==> src/design/trace_pkg.sv <==
/* Trace unit package
   Shared sizes, bus addresses and the stage, record and Wishbone structs */

package trace_pkg;

    ////////////////////
    // Sizes
    ////////////////////
    localparam int ID_W       = 8;                    // Sequence id width
    localparam int WORD_W     = 16;                   // One observation word per stage
    localparam int SLOT_NUM   = 8;                    // Record slots, indexed by id mod 8
    localparam int SLOT_W     = $clog2(SLOT_NUM);
    localparam int FIFO_DEPTH = 4;                    // Retired records held for the host
    localparam int FIFO_AW    = $clog2(FIFO_DEPTH);
    localparam int DAT_W      = 32;                   // Wishbone data width

    // Word addresses on the bus
    localparam logic [1:0] ADR_STATUS = 2'd0;
    localparam logic [1:0] ADR_REC0   = 2'd1;
    localparam logic [1:0] ADR_REC1   = 2'd2;
    localparam logic [1:0] ADR_REC2   = 2'd3;

    ////////////////////
    // Types
    ////////////////////
    // Observation words, fetch first so the record packs in bus order
    typedef struct packed {
        logic [WORD_W-1:0] fetch;
        logic [WORD_W-1:0] decode;
        logic [WORD_W-1:0] execute;
        logic [WORD_W-1:0] memory;
        logic [WORD_W-1:0] wb;
    } stage_words_t;

    // Per-stage tracking state from the control block
    typedef struct packed {
        logic            f_valid;
        logic [ID_W-1:0] f_id;
        logic            d_valid;
        logic [ID_W-1:0] d_id;
        logic            d_stall;   // Decode holds a valid instruction this stall cycle
        logic            e_valid;
        logic [ID_W-1:0] e_id;
        logic            m_valid;
        logic [ID_W-1:0] m_id;
        logic            w_valid;
        logic [ID_W-1:0] w_id;
    } stage_ctl_t;

    // Retired record, REC0 = id/stall/fetch, REC1 = decode/execute, REC2 = memory/wb
    typedef struct packed {
        logic [ID_W-1:0] id;
        logic [7:0]      stall_cnt;  // Saturates at 255
        stage_words_t    words;
    } trace_rec_t;

    typedef struct packed {
        logic             cyc;
        logic             stb;
        logic             we;
        logic [1:0]       adr;
        logic [DAT_W-1:0] dat;
    } wb_req_t;

    typedef struct packed {
        logic             ack;
        logic [DAT_W-1:0] dat;
    } wb_rsp_t;

endpackage

==> src/design/pipe_trace_top.sv <==
/* Pipeline trace unit top
   Control, capture, retire queue and Wishbone read port */
`timescale 1ns/1ps

module pipe_trace_top (
    input  logic                    clk,
    input  logic                    rst_n,
    input  trace_pkg::stage_words_t obs,     // One word per stage each cycle
    input  logic                    stall,
    input  logic                    hlt,
    input  trace_pkg::wb_req_t      wb_req,
    output trace_pkg::wb_rsp_t      wb_rsp
);
    import trace_pkg::*;

    stage_ctl_t ctl;        // Per-stage ids and valids
    logic       ret_valid;
    trace_rec_t ret_rec;
    trace_rec_t head;       // Oldest queued record
    logic [2:0] count;
    logic [7:0] drops;
    logic       pop;

    trace_ctrl u_ctrl (
        .clk   (clk),
        .rst_n (rst_n),
        .stall (stall),
        .hlt   (hlt),
        .ctl   (ctl)
    );

    trace_capture u_capture (
        .clk       (clk),
        .rst_n     (rst_n),
        .ctl       (ctl),
        .obs       (obs),
        .ret_valid (ret_valid),
        .ret_rec   (ret_rec)
    );

    // Retired records enter the queue the cycle they appear
    trace_fifo u_fifo (
        .clk      (clk),
        .rst_n    (rst_n),
        .push     (ret_valid),
        .push_rec (ret_rec),
        .pop      (pop),
        .head     (head),
        .count    (count),
        .drops    (drops)
    );

    trace_wb_slave u_wb (
        .clk    (clk),
        .rst_n  (rst_n),
        .wb_req (wb_req),
        .wb_rsp (wb_rsp),
        .head   (head),
        .count  (count),
        .drops  (drops),
        .pop    (pop)
    );

endmodule

==> src/design/trace_capture.sv <==
/* Trace capture, stores each stage's word into the slot of the
   instruction it belongs to and emits the finished record at write-back */
`timescale 1ns/1ps

module trace_capture (
    input  logic                    clk,
    input  logic                    rst_n,
    input  trace_pkg::stage_ctl_t   ctl,
    input  trace_pkg::stage_words_t obs,
    output logic                    ret_valid,  // One cycle per retired record
    output trace_pkg::trace_rec_t   ret_rec
);
    import trace_pkg::*;

    // Slot storage, one field array per stage
    logic [WORD_W-1:0] fetch_mem [SLOT_NUM];
    logic [WORD_W-1:0] dec_mem   [SLOT_NUM];
    logic [WORD_W-1:0] exe_mem   [SLOT_NUM];
    logic [WORD_W-1:0] mem_mem   [SLOT_NUM];
    logic [7:0]        cnt_mem   [SLOT_NUM];   // Decode stall cycles

    logic [SLOT_W-1:0] f_slot, d_slot, e_slot, m_slot, w_slot;

    assign f_slot = ctl.f_id[SLOT_W-1:0];
    assign d_slot = ctl.d_id[SLOT_W-1:0];
    assign e_slot = ctl.e_id[SLOT_W-1:0];
    assign m_slot = ctl.m_id[SLOT_W-1:0];
    assign w_slot = ctl.w_id[SLOT_W-1:0];

    ////////////////////
    // Slot writes
    ////////////////////
    // Fetch and decode rewrite every stalled cycle, last value wins
    always_ff @(posedge clk) begin
        if (ctl.f_valid) begin
            fetch_mem[f_slot] <= obs.fetch;
            cnt_mem[f_slot]   <= '0;            // New instruction starts at zero
        end
        if (ctl.d_valid) dec_mem[d_slot] <= obs.decode;
        if (ctl.d_stall && (cnt_mem[d_slot] != 8'hFF)) begin
            cnt_mem[d_slot] <= cnt_mem[d_slot] + 1'b1;
        end
        if (ctl.e_valid) exe_mem[e_slot] <= obs.execute;
        if (ctl.m_valid) mem_mem[m_slot] <= obs.memory;
    end

    ////////////////////
    // Retire
    ////////////////////
    always_ff @(posedge clk) begin
        if (!rst_n) begin
            ret_valid <= 1'b0;
        end else begin
            ret_valid <= ctl.w_valid;
        end
    end

    // Record payload, write-back word taken live
    always_ff @(posedge clk) begin
        if (ctl.w_valid) begin
            ret_rec.id            <= ctl.w_id;
            ret_rec.stall_cnt     <= cnt_mem[w_slot];
            ret_rec.words.fetch   <= fetch_mem[w_slot];
            ret_rec.words.decode  <= dec_mem[w_slot];
            ret_rec.words.execute <= exe_mem[w_slot];
            ret_rec.words.memory  <= mem_mem[w_slot];
            ret_rec.words.wb      <= obs.wb;
        end
    end

endmodule

==> src/design/trace_ctrl.sv <==
/* Trace control, tags each fetched instruction with a sequence id
   and follows its id and valid through the five pipeline stages */
`timescale 1ns/1ps

module trace_ctrl (
    input  logic                  clk,
    input  logic                  rst_n,
    input  logic                  stall,   // Freezes fetch and decode
    input  logic                  hlt,     // Instruction in fetch is the last one
    output trace_pkg::stage_ctl_t ctl
);
    import trace_pkg::*;

    logic [ID_W-1:0] id_cnt;   // Next id to hand out
    logic            halted;   // Set once hlt is taken, cleared only by reset

    logic            f_valid, d_valid, e_valid, m_valid, w_valid;
    logic [ID_W-1:0] f_id, d_id, e_id, m_id, w_id;

    ////////////////////
    // Fetch
    ////////////////////
    always_ff @(posedge clk) begin
        if (!rst_n) begin
            id_cnt  <= '0;
            halted  <= 1'b0;
            f_valid <= 1'b0;
            f_id    <= '0;
        end else if (!stall) begin
            if (halted || hlt) begin
                f_valid <= 1'b0;            // No new fetch once halt is seen
            end else begin
                f_valid <= 1'b1;
                f_id    <= id_cnt;          // Tag the new instruction
                id_cnt  <= id_cnt + 1'b1;
            end
            if (hlt) begin
                halted <= 1'b1;             // Pipeline drains from here
            end
        end
        // Stall: fetch holds id and valid
    end

    ////////////////////
    // Decode and execute
    ////////////////////
    always_ff @(posedge clk) begin
        if (!rst_n) begin
            d_valid <= 1'b0;
            d_id    <= '0;
            e_valid <= 1'b0;
            e_id    <= '0;
        end else if (stall) begin
            e_valid <= 1'b0;                // Bubble into execute, decode holds
        end else begin
            d_valid <= f_valid;
            d_id    <= f_id;
            e_valid <= d_valid;
            e_id    <= d_id;
        end
    end

    ////////////////////
    // Memory and write-back
    ////////////////////
    // Back end always advances, stall or not
    always_ff @(posedge clk) begin
        if (!rst_n) begin
            m_valid <= 1'b0;
            m_id    <= '0;
            w_valid <= 1'b0;
            w_id    <= '0;
        end else begin
            m_valid <= e_valid;
            m_id    <= e_id;
            w_valid <= m_valid;
            w_id    <= m_id;
        end
    end

    // Pack the tracking state for the capture block
    always_comb begin
        ctl         = '0;
        ctl.f_valid = f_valid;
        ctl.f_id    = f_id;
        ctl.d_valid = d_valid;
        ctl.d_id    = d_id;
        ctl.d_stall = stall && d_valid;     // Counted against the decode instruction
        ctl.e_valid = e_valid;
        ctl.e_id    = e_id;
        ctl.m_valid = m_valid;
        ctl.m_id    = m_id;
        ctl.w_valid = w_valid;
        ctl.w_id    = w_id;
    end

endmodule

==> src/design/trace_fifo.sv <==
/* Retired record queue, four entries deep
   Records arriving while full are dropped and counted */
`timescale 1ns/1ps

module trace_fifo (
    input  logic                  clk,
    input  logic                  rst_n,
    input  logic                  push,
    input  trace_pkg::trace_rec_t push_rec,
    input  logic                  pop,      // Ignored when empty
    output trace_pkg::trace_rec_t head,
    output logic [2:0]            count,
    output logic [7:0]            drops     // Saturates at 255
);
    import trace_pkg::*;

    trace_rec_t         mem [FIFO_DEPTH];
    logic [FIFO_AW-1:0] wr_ptr, rd_ptr;
    logic               full, empty;
    logic               do_push, do_pop;

    assign full    = (count == 3'(FIFO_DEPTH));
    assign empty   = (count == 3'd0);
    assign do_push = push && !full;
    assign do_pop  = pop && !empty;
    assign head    = mem[rd_ptr];           // Head is always visible to the bus

    ////////////////////
    // Storage
    ////////////////////
    always_ff @(posedge clk) begin
        if (do_push) mem[wr_ptr] <= push_rec;
    end

    ////////////////////
    // Pointers and counters
    ////////////////////
    always_ff @(posedge clk) begin
        if (!rst_n) begin
            wr_ptr <= '0;
            rd_ptr <= '0;
            count  <= '0;
            drops  <= '0;
        end else begin
            if (do_push) wr_ptr <= wr_ptr + 1'b1;   // Wraps at depth
            if (do_pop)  rd_ptr <= rd_ptr + 1'b1;
            count <= count + {2'b00, do_push} - {2'b00, do_pop};
            // Overflow loses the record, never the pipeline
            if (push && full && (drops != 8'hFF)) begin
                drops <= drops + 1'b1;
            end
        end
    end

endmodule

==> src/design/trace_wb_slave.sv <==
/* Wishbone classic slave, reads the status word and the head record
   and pops the queue on the last record word */
`timescale 1ns/1ps

module trace_wb_slave (
    input  logic                  clk,
    input  logic                  rst_n,
    input  trace_pkg::wb_req_t    wb_req,
    output trace_pkg::wb_rsp_t    wb_rsp,
    input  trace_pkg::trace_rec_t head,
    input  logic [2:0]            count,
    input  logic [7:0]            drops,
    output logic                  pop       // With the ack of a REC2 read
);
    import trace_pkg::*;

    logic             ack_q;
    logic [DAT_W-1:0] dat_q;
    logic             pop_q;
    logic             req_hit;     // New cycle accepted
    logic             not_empty;
    logic [DAT_W-1:0] status_word;
    logic [DAT_W-1:0] rd_word;

    // No new accept in the ack cycle, so ack is a single pulse
    assign req_hit   = wb_req.cyc && wb_req.stb && !ack_q;
    assign not_empty = (count != 3'd0);

    // drops 23:16, not-empty 8, count 2:0
    assign status_word = {8'h00, drops, 7'h00, not_empty, 5'h00, count};

    ////////////////////
    // Read mux
    ////////////////////
    always_comb begin
        case (wb_req.adr)
            ADR_STATUS: rd_word = status_word;
            ADR_REC0:   rd_word = {head.id, head.stall_cnt, head.words.fetch};
            ADR_REC1:   rd_word = {head.words.decode, head.words.execute};
            default:    rd_word = {head.words.memory, head.words.wb};  // REC2
        endcase
        if (!not_empty && (wb_req.adr != ADR_STATUS)) begin
            rd_word = '0;                   // Empty queue reads as zero
        end
    end

    ////////////////////
    // Response
    ////////////////////
    always_ff @(posedge clk) begin
        if (!rst_n) begin
            ack_q <= 1'b0;
            pop_q <= 1'b0;
        end else begin
            ack_q <= req_hit;
            pop_q <= req_hit && !wb_req.we && (wb_req.adr == ADR_REC2) && not_empty;
        end
    end

    // Data lands with ack, writes return zero and change nothing
    always_ff @(posedge clk) begin
        if (req_hit) dat_q <= wb_req.we ? '0 : rd_word;
    end

    assign wb_rsp.ack = ack_q;
    assign wb_rsp.dat = dat_q;
    assign pop        = pop_q;

endmodule

==> config.mk <==
export PLATFORM = sky130hd
export DESIGN_NAME = pipe_trace_top
export DESIGN_NICKNAME = d
export VERILOG_FILES = /design/src/design/trace_pkg.sv /design/src/design/pipe_trace_top.sv /design/src/design/trace_capture.sv /design/src/design/trace_ctrl.sv /design/src/design/trace_fifo.sv /design/src/design/trace_wb_slave.sv
export SDC_FILE = /design/constraint.sdc
export NUM_CORES = 1
export LEC_CHECK = 0
export ABC_AREA = 1
export BUFFER_PORTS_ARGS = -buffer_cell sky130_fd_sc_hd__buf_2
export CAP_MARGIN = 20
export CORE_MARGIN = 4
export CORE_UTILIZATION = 50
export CTS_CLUSTER_SIZE = 8
export DETAILED_ROUTE_END_ITERATION = 8
export MAX_ROUTING_LAYER = met4
export PLACE_DENSITY = 0.75
export SETUP_SLACK_MARGIN = 0.3
export SYNTH_ARGS = -nofsm -noshare
export SYNTH_HDL_FRONTEND = slang
export SYNTH_SLANG_ARGS = --single-unit
==> constraint.sdc <==
create_clock -name clk -period 9.5 [get_ports clk]
set_input_delay 0.475 -clock clk [delete_from_list [all_inputs] [get_ports clk]]
set_output_delay 0.475 -clock clk [all_outputs]
set_load 0.05 [all_outputs]
==> results of run 1 <==
-- cells in the final DEF, fill, tap and decap left out, types with 3 or more instances in the layout --
cell,n
inv_1,153
a22oi_1,3
o22ai_1,147
nor2_1,774
edfxtp_1,1088
inv_6,3
diode_2,6
clkinv_16,6
nor3_1,15
clkinv_1,6
a221oi_1,6
nand3_4,9
nand3_1,61
nor2_4,6
inv_2,4
nand2_1,305
nand2_2,11
nor2_2,14
inv_4,4
ha_1,9
nor4_2,8
buf_4,58
a21oi_1,71
clkbuf_1,60
o21ai_1,9
inv_16,4
dfxtp_1,72
buf_12,3
o211ai_1,4
nand3_2,7
o21ai_2,4
a31oi_1,79
buf_2,121
a41oi_1,5
dfxtp_4,5
dlygate4sd3_1,79
o21ai_0,505
clkbuf_16,165
-- logic make-up after synthesis --
group / count (synthesis) / synth area share [%]
simple gates: 1212 / 10.80
flops: 1165 / 75.39
compound gates: 836 / 10.02
buf+inv: 378 / 3.366
fa+ha+maj: 10 / 0.2922
xor+xnor: 5 / 0.1296
-- synthesized netlist by cell type (2+ instances only) --
cell,number
edfxtp_1,1088
nor2_1,781
o21ai_0,505
nand2_1,305
clkbuf_1,157
inv_1,157
o22ai_1,147
a31oi_1,79
dfxtp_1,77
a21oi_1,71
nand3_1,61
buf_2,31
nor3_1,15
buf_1,13
nor2_2,12
nand2_2,11
ha_1,9
nand3_4,9
o21ai_1,9
nor4_1,8
nand3_2,7
a221oi_1,6
buf_6,6
a41oi_1,5
clkinv_1,5
inv_2,4
o211ai_1,4
o21ai_2,4
a22oi_1,3
buf_4,3
nand4_1,2
xnor2_1,2
xor2_2,2
-- layer usage --
metal / part of all wire (%) / track usage (%) / up-vias
met3: 8.4 / 3.905 / 222
li1: - / - / 13320
met5: 0 / - / -
met4: 2.9 / 8.006 / 0
met1: 41 / 31.31 / 14110
met2: 48 / 35.97 / 1425
-- through the flow --
stage	setup slack, ns	area [um^2]	instances
2_1_floorplan	4.246	45380	3606
3_3_place_gp	6.076	47160	4752
3_5_place_dp	6.017	47160	4752
4_1_cts	5.984	52630	5072
5_1_grt	5.720	52660	5078
6_report	5.943	52660	5079
-- tightest hold or removal path, delay by kind of cell --
kind                   cells  cell delay [ns]
buffers and inverters      2             0.14
AND/OR/NAND/NOR            2             0.12
-- cell type report --
class | count | share of cell area, %
diodes | 6 | 0.02851
multi-input cells | 2063 | 18.49
repair buffers | 261 | 3.592
clock buffers | 225 | 8.268
inverters | 167 | 1.219
well taps | 1176 | 2.794
clock inverters | 16 | 0.6130
flip-flops and latches | 1165 | 65.00
-- state kept, by name, indices dropped and copies added (netlist names), 2 cells and up, named ones only --
signal	cells
u_fifo.count	3
u_ctrl.id_cnt	8
u_ctrl.d_id	8
u_capture.fetch_mem	128
u_capture.mem_mem	128
u_ctrl.w_id	8
u_ctrl.m_id	8
u_ctrl.f_id	8
u_ctrl.e_id	8
u_capture.exe_mem	128
u_wb.dat_q	32
u_capture.dec_mem	128
u_capture.ret_rec	96
u_fifo.drops	8
u_fifo.mem	384
u_fifo.wr_ptr	2
u_fifo.rd_ptr	2
u_capture.cnt_mem	64
-- worst paths after layout --
| check | from | to | slack, ns | depth (start not counted) |
|---|---|---|---|---|
| hold reg to reg | u_ctrl.w_id[6] | u_capture.ret_rec[94] | 0.40 | 0 |
| setup reg to reg | u_ctrl.w_id[0] | u_capture.ret_rec[69] | 5.94 | 6 |
| hold / removal | wb_req[34] | u_wb.pop | 0.04 | 4 |
| setup / recovery | u_ctrl.w_id[0] | u_capture.ret_rec[69] | 5.94 | 6 |
-- power breakdown --
| part | leakage [nW] | internal, W | switching [W] | total (W) |
|---|---|---|---|---|
| sequential | 10.4 | 0.00562 | 0.0000209 | 0.00564 |
| combinational | 5.74 | 0.000103 | 0.000265 | 0.000368 |
| clock | 2.24 | 0.00318 | 0.00211 | 0.00529 |
| total | 18.4 | 0.00889 | 0.00240 | 0.0113 |
==> flow_summary.toml, run 1 <==
[status]
status = "finished clean"

[timing]
hold_violations = 0
rsz0062_at_grt = "no"
fin_crit_sh_pct = 37.44
setup_viol = 0
tns_ns = 0
report.final.slew_viol_count = 0
hold_ws_ns = 0.04030
finClkSkew_ns = 0.04199
slew_headroom_pct = 28.35
max_freq_mhz = 281.2
period_needed_ns = 3.557
tightest_slew_ns = 1.075

[worst_setup_path]
end_kind = "register"
cp_top_family = "buffers and inverters"
cp_max_fo = 101
crit_chain = "inv_6, buf_4, o21ai_0, o22ai_1, nor2_1, a31oi_1"
max_stage_delay_ns = 0.77
crit_arrival_ns = 3.97
worstSetupPathType = "register to register"
crit_required_ns = 9.91
cp_slowest_cell = "buf_4"
path_buf_inv = 2
startpoint_type = "register"

[route]
first_pass_iters = 6
vias = 29080
drc = 0
vias_per_cell = 5.725
finalWirelength_um = 107700
wl_per_cell_um = 21.21
drtIter0Drc = 3775
final_antenna_net_count = 0

[synthesis]
syn_nets = 3737
synth.avg_cell_area_um2 = 12.59
synth_edf_count = 1088
async_reset_ff_share_pct = 0
yosys_register_bits = 1165
netlist_top_cells_area = "edfxtp_1 (72%), nor2_1 (6.5%), o21ai_0 (5.6%), dfxtp_1 (3.4%), nand2_1 (2.5%)"
synth_top_area_share_pct = 71.99
ys_seq_area_share_pct = 75.39
ys_warn_count = 0
yosysTopAreaCell = "edfxtp_1"
postSynthCellCount = 3606
synth_flop_cell = "edfxtp_1"
ys_types = 41
syn_area_um2 = 45380

[worst_hold_path]
min_path_type = "input pin to register"

[power_and_ir_drop]
p_per_area_nw_per_um2 = 214.4
p_leak_nw = 18.36
ir_drop_mv = 0.1864
total_power_w = 0.01129

[cts]
ctsResizeCount = 0
cts_buffer_depth = 3
numCtsBuffers = 164
cts-hold-fix-buffers = 79
htree_levels = 4
cts_root_buf = "clkbuf_16"
cts_setup_buffers = 0
clk_pin_slew_ns = 0.05
cts_sinks = 1165
clock_latency_ns = 0.76
cts_tree = "done"

[global_route]
grt_overflow_total = 0
grt_usage_pct = 23.12
grt_max_degree = 194
grt_pass1_vias = 28000
antenna_found_initial = 16
grt_pass1_wl_um = 164000

[cells_and_area]
multi_input_area_um2 = 9736
fillCellCount = 6758
drive_gt1_share_pct = 11.21
syn2layout_area_growth_pct = 16.04
nets = 3953
fin_util_pct = 58.51
seqCellArea_um2 = 34230

[floorplan]
core_um2 = 90010
dieArea_um2 = 95650
initial_core_util_pct = 50.42
io_pins = 154
die_w_um = 309.3
fp-row-count = 110
die_y_um = 309.3

[placement]
gp_congestion = 0.8632
port_buffers = 121
hpwl_um = 61490

[run]
maxCapViolations = 0
No activity file was read; power rests on OpenSTA's default activity.
==> inputs of run 2 (changes only) <==
--- a/config.mk
+++ b/config.mk
@@ -13,7 +13,7 @@
 export CTS_CLUSTER_SIZE = 8
 export DETAILED_ROUTE_END_ITERATION = 8
 export MAX_ROUTING_LAYER = met4
-export PLACE_DENSITY = 0.75
+export PLACE_DENSITY = 0.78
 export SETUP_SLACK_MARGIN = 0.3
 export SYNTH_ARGS = -nofsm -noshare
 export SYNTH_HDL_FRONTEND = slang
==> constraint.sdc (replaced) <==
create_clock -name clk -period 2.9 [get_ports clk]
set_input_delay 0.145 -clock clk [delete_from_list [all_inputs] [get_ports clk]]
set_output_delay 0.145 -clock clk [all_outputs]
set_load 0.05 [all_outputs]
==> run 2 against run 1 <==
- combinational power increased to 3.6 times the previous value
- register-to-register slack got worse by 5.5 ns
- critical endpoint is now u_capture.cnt_mem[2][7]
- sequential power grew to 3.3 times the previous value
- utilization grew 1.1 points
- clock skew grew 0.011 ns
- routed wire length is 4.8% higher
- clock-buffer cell count is 20 higher
- critical path depth up 8
- global-route usage increased by 1.0 points
- non-clock buffer count up 71
- setup slack lost 5.5 ns
==> flow_summary.toml, run 2 (synthesized netlist as in run 1, its figures left out) <==
[timing]
max_freq_mhz = 411.7
setup_viol = 0
fin_crit_sh_pct = 83.76
slew_headroom_pct = 45.77
report.final.slew_viol_count = 0
hold_violations = 0
period_needed_ns = 2.429
rsz0062_at_grt = "no"
finalWorstSetupSlack_ns = 0.4710
tightest_slew_ns = 0.8116
finClkSkew_ns = 0.05306
hold_ws_ns = 0.1075

[worst_setup_path]
max_stage_delay_ns = 0.40
startpoint_type = "register"
crit_top_cell = "nand2_1"
end_kind = "register"
worstSetupPathType = "register to register"
cp_max_fo = 26
cp_slowest_cell = "dfxtp_2"
crit_arrival_ns = 2.87
path_buf_inv = 2
crit_chain = "buf_12, nor2_1, nor2_1, nand2_1, nand2_1, nand2_1, nand2_2, ha_1, nand3_1, nor2_4, nand3_4, buf_12, nand3_4, nand2_1"
reg2reg_slack_ns = 0.47
crit_required_ns = 3.34
cp_top_family = "simple AND/OR/NAND/NOR gates"

[global_route]
grt_overflow_total = 0
grt_max_degree = 137
grt_pass1_wl_um = 170200
grt_usage_pct = 24.15
grt_pass1_vias = 28360
antenna_found_initial = 14

[power_and_ir_drop]
pwr-share-seq_pct = 49.7
p_leak_nw = 18.81
p_switching_w = 0.007881
p_per_area_nw_per_um2 = 692.8
clkPwrFrac_pct = 46.8
sw_frac_of_total_pct = 21.21
combPwrFrac_pct = 3.5
p_int_w = 0.02927
ir_drop_mv = 0.5069

[floorplan]
die_w_um = 309.3
core_um2 = 90010
io_pins = 154
dieArea_um2 = 95650
fp-row-count = 110
initial_core_util_pct = 50.42
die_y_um = 309.3

[cts]
cts_buffer_depth = 3
cts_sinks = 1165
clock_latency_ns = 0.76
clk_pin_slew_ns = 0.05
cts_tree = "done"
cts_root_buf = "clkbuf_16"
htree_levels = 4
numCtsBuffers = 163

[cells_and_area]
drive_gt1_share_pct = 12.65
instances_no_fill = 5168
final_cell_mix = "edfxtp_1 (1088), nor2_1 (774), o21ai_0 (505), nand2_1 (298), clkbuf_16 (164)"
fillCellCount = 6595
largest_reg_flops = 384
design_area_um2 = 53630
seqCellArea_um2 = 34230
fin_util_pct = 59.58
top_register = "u_fifo.mem"
multi_input_area_um2 = 9763
nets = 4023
layout_commonest_cell = "edfxtp_1"
syn2layout_area_growth_pct = 18.17

[route]
vias_per_cell = 5.766
final_antenna_net_count = 0
vias = 29800
wl_per_cell_um = 21.84
finalWirelength_um = 112900
first_pass_iters = 6
drc = 0
drtIter0Drc = 3874

[placement]
dp.cells = 4811
pre_cts_ws_ns = 0.2535
hpwl_um = 67850
placed_cell_area_um2 = 47920
gp_congestion = 0.9276
port_buffers = 121

[status]
status = "finished clean"

[worst_hold_path]
worstHoldStart = "obs[1]"
min_path_type = "input pin to register"

[run]
maxCapViolations = 0
-- run 2: area by class of cell --
class / count / share of cell area [%]
sequential: 1165 / 63.84
multi-input combinational: 2063 / 18.20
clock buffer: 245 / 8.238
timing repair buffer: 332 / 5.156
tap: 1176 / 2.744
inverter: 167 / 1.206
clock inverter: 13 / 0.5833
antenna: 7 / 0.03266
-- run 2: what timing repair did --
item,CTS,global route
pin swaps,1,0
hold buffers,90,0
hold endpoints to repair,590,0
resized for setup,1,10
setup endpoints to repair,59,85
setup buffers,2,0
-- run 2: worst paths after layout --
| check | cells after the start | to |
|---|---|---|
| setup / recovery | 14 | u_capture.cnt_mem[2][7] |
| hold / removal | 2 | u_capture.ret_rec[1] |
| setup reg to reg | 14 | u_capture.cnt_mem[2][7] |
| hold reg to reg | 0 | u_capture.ret_rec[92] |
-- run 2: power groups by stage --
stage | registers, W | logic [W] | clock network (W)
2_1_floorplan | 0.0188 | 0.000608 | 0
3_3_place_gp | 0.0188 | 0.00115 | 0
3_5_place_dp | 0.0188 | 0.00117 | 0
4_1_cts | 0.0185 | 0.00129 | 0.0175
5_1_grt | 0.0184 | 0.00141 | 0.0184
6_report | 0.0185 | 0.00131 | 0.0174
-- run 2: worst register-to-register path: stages (launching register included) --
cell and delay (ns):
dfxtp_2 0.40, buf_12 0.19, nor2_1 0.08, nor2_1 0.08, nand2_1 0.07, nand2_1 0.07, nand2_1 0.06, nand2_2 0.07
ha_1 0.18, nand3_1 0.13, nor2_4 0.19, nand3_4 0.11, buf_12 0.16, nand3_4 0.11, nand2_1 0.23
-- run 2: through the flow --
| step | TNS, ns | total power [W] |
|---|---|---|
| 3_3_place_gp | 0 | 0.01991 |
| 6_report | 0 | 0.03715 |
| 2_1_floorplan | -0.7722 | 0.01941 |
| 5_1_grt | 0 | 0.03824 |
| 3_5_place_dp | 0 | 0.01994 |
| 4_1_cts | 0 | 0.03729 |
-- run 2: metal layers --
layer  track usage [%]  vias up  part of all wire, %
li1                  -    13500                    -
met5                 -        -                    0
met2             38.36     1567                   49
met1             32.23    14520                   39
met4             7.898        0                  3.0
met3             4.041      212                  9.0
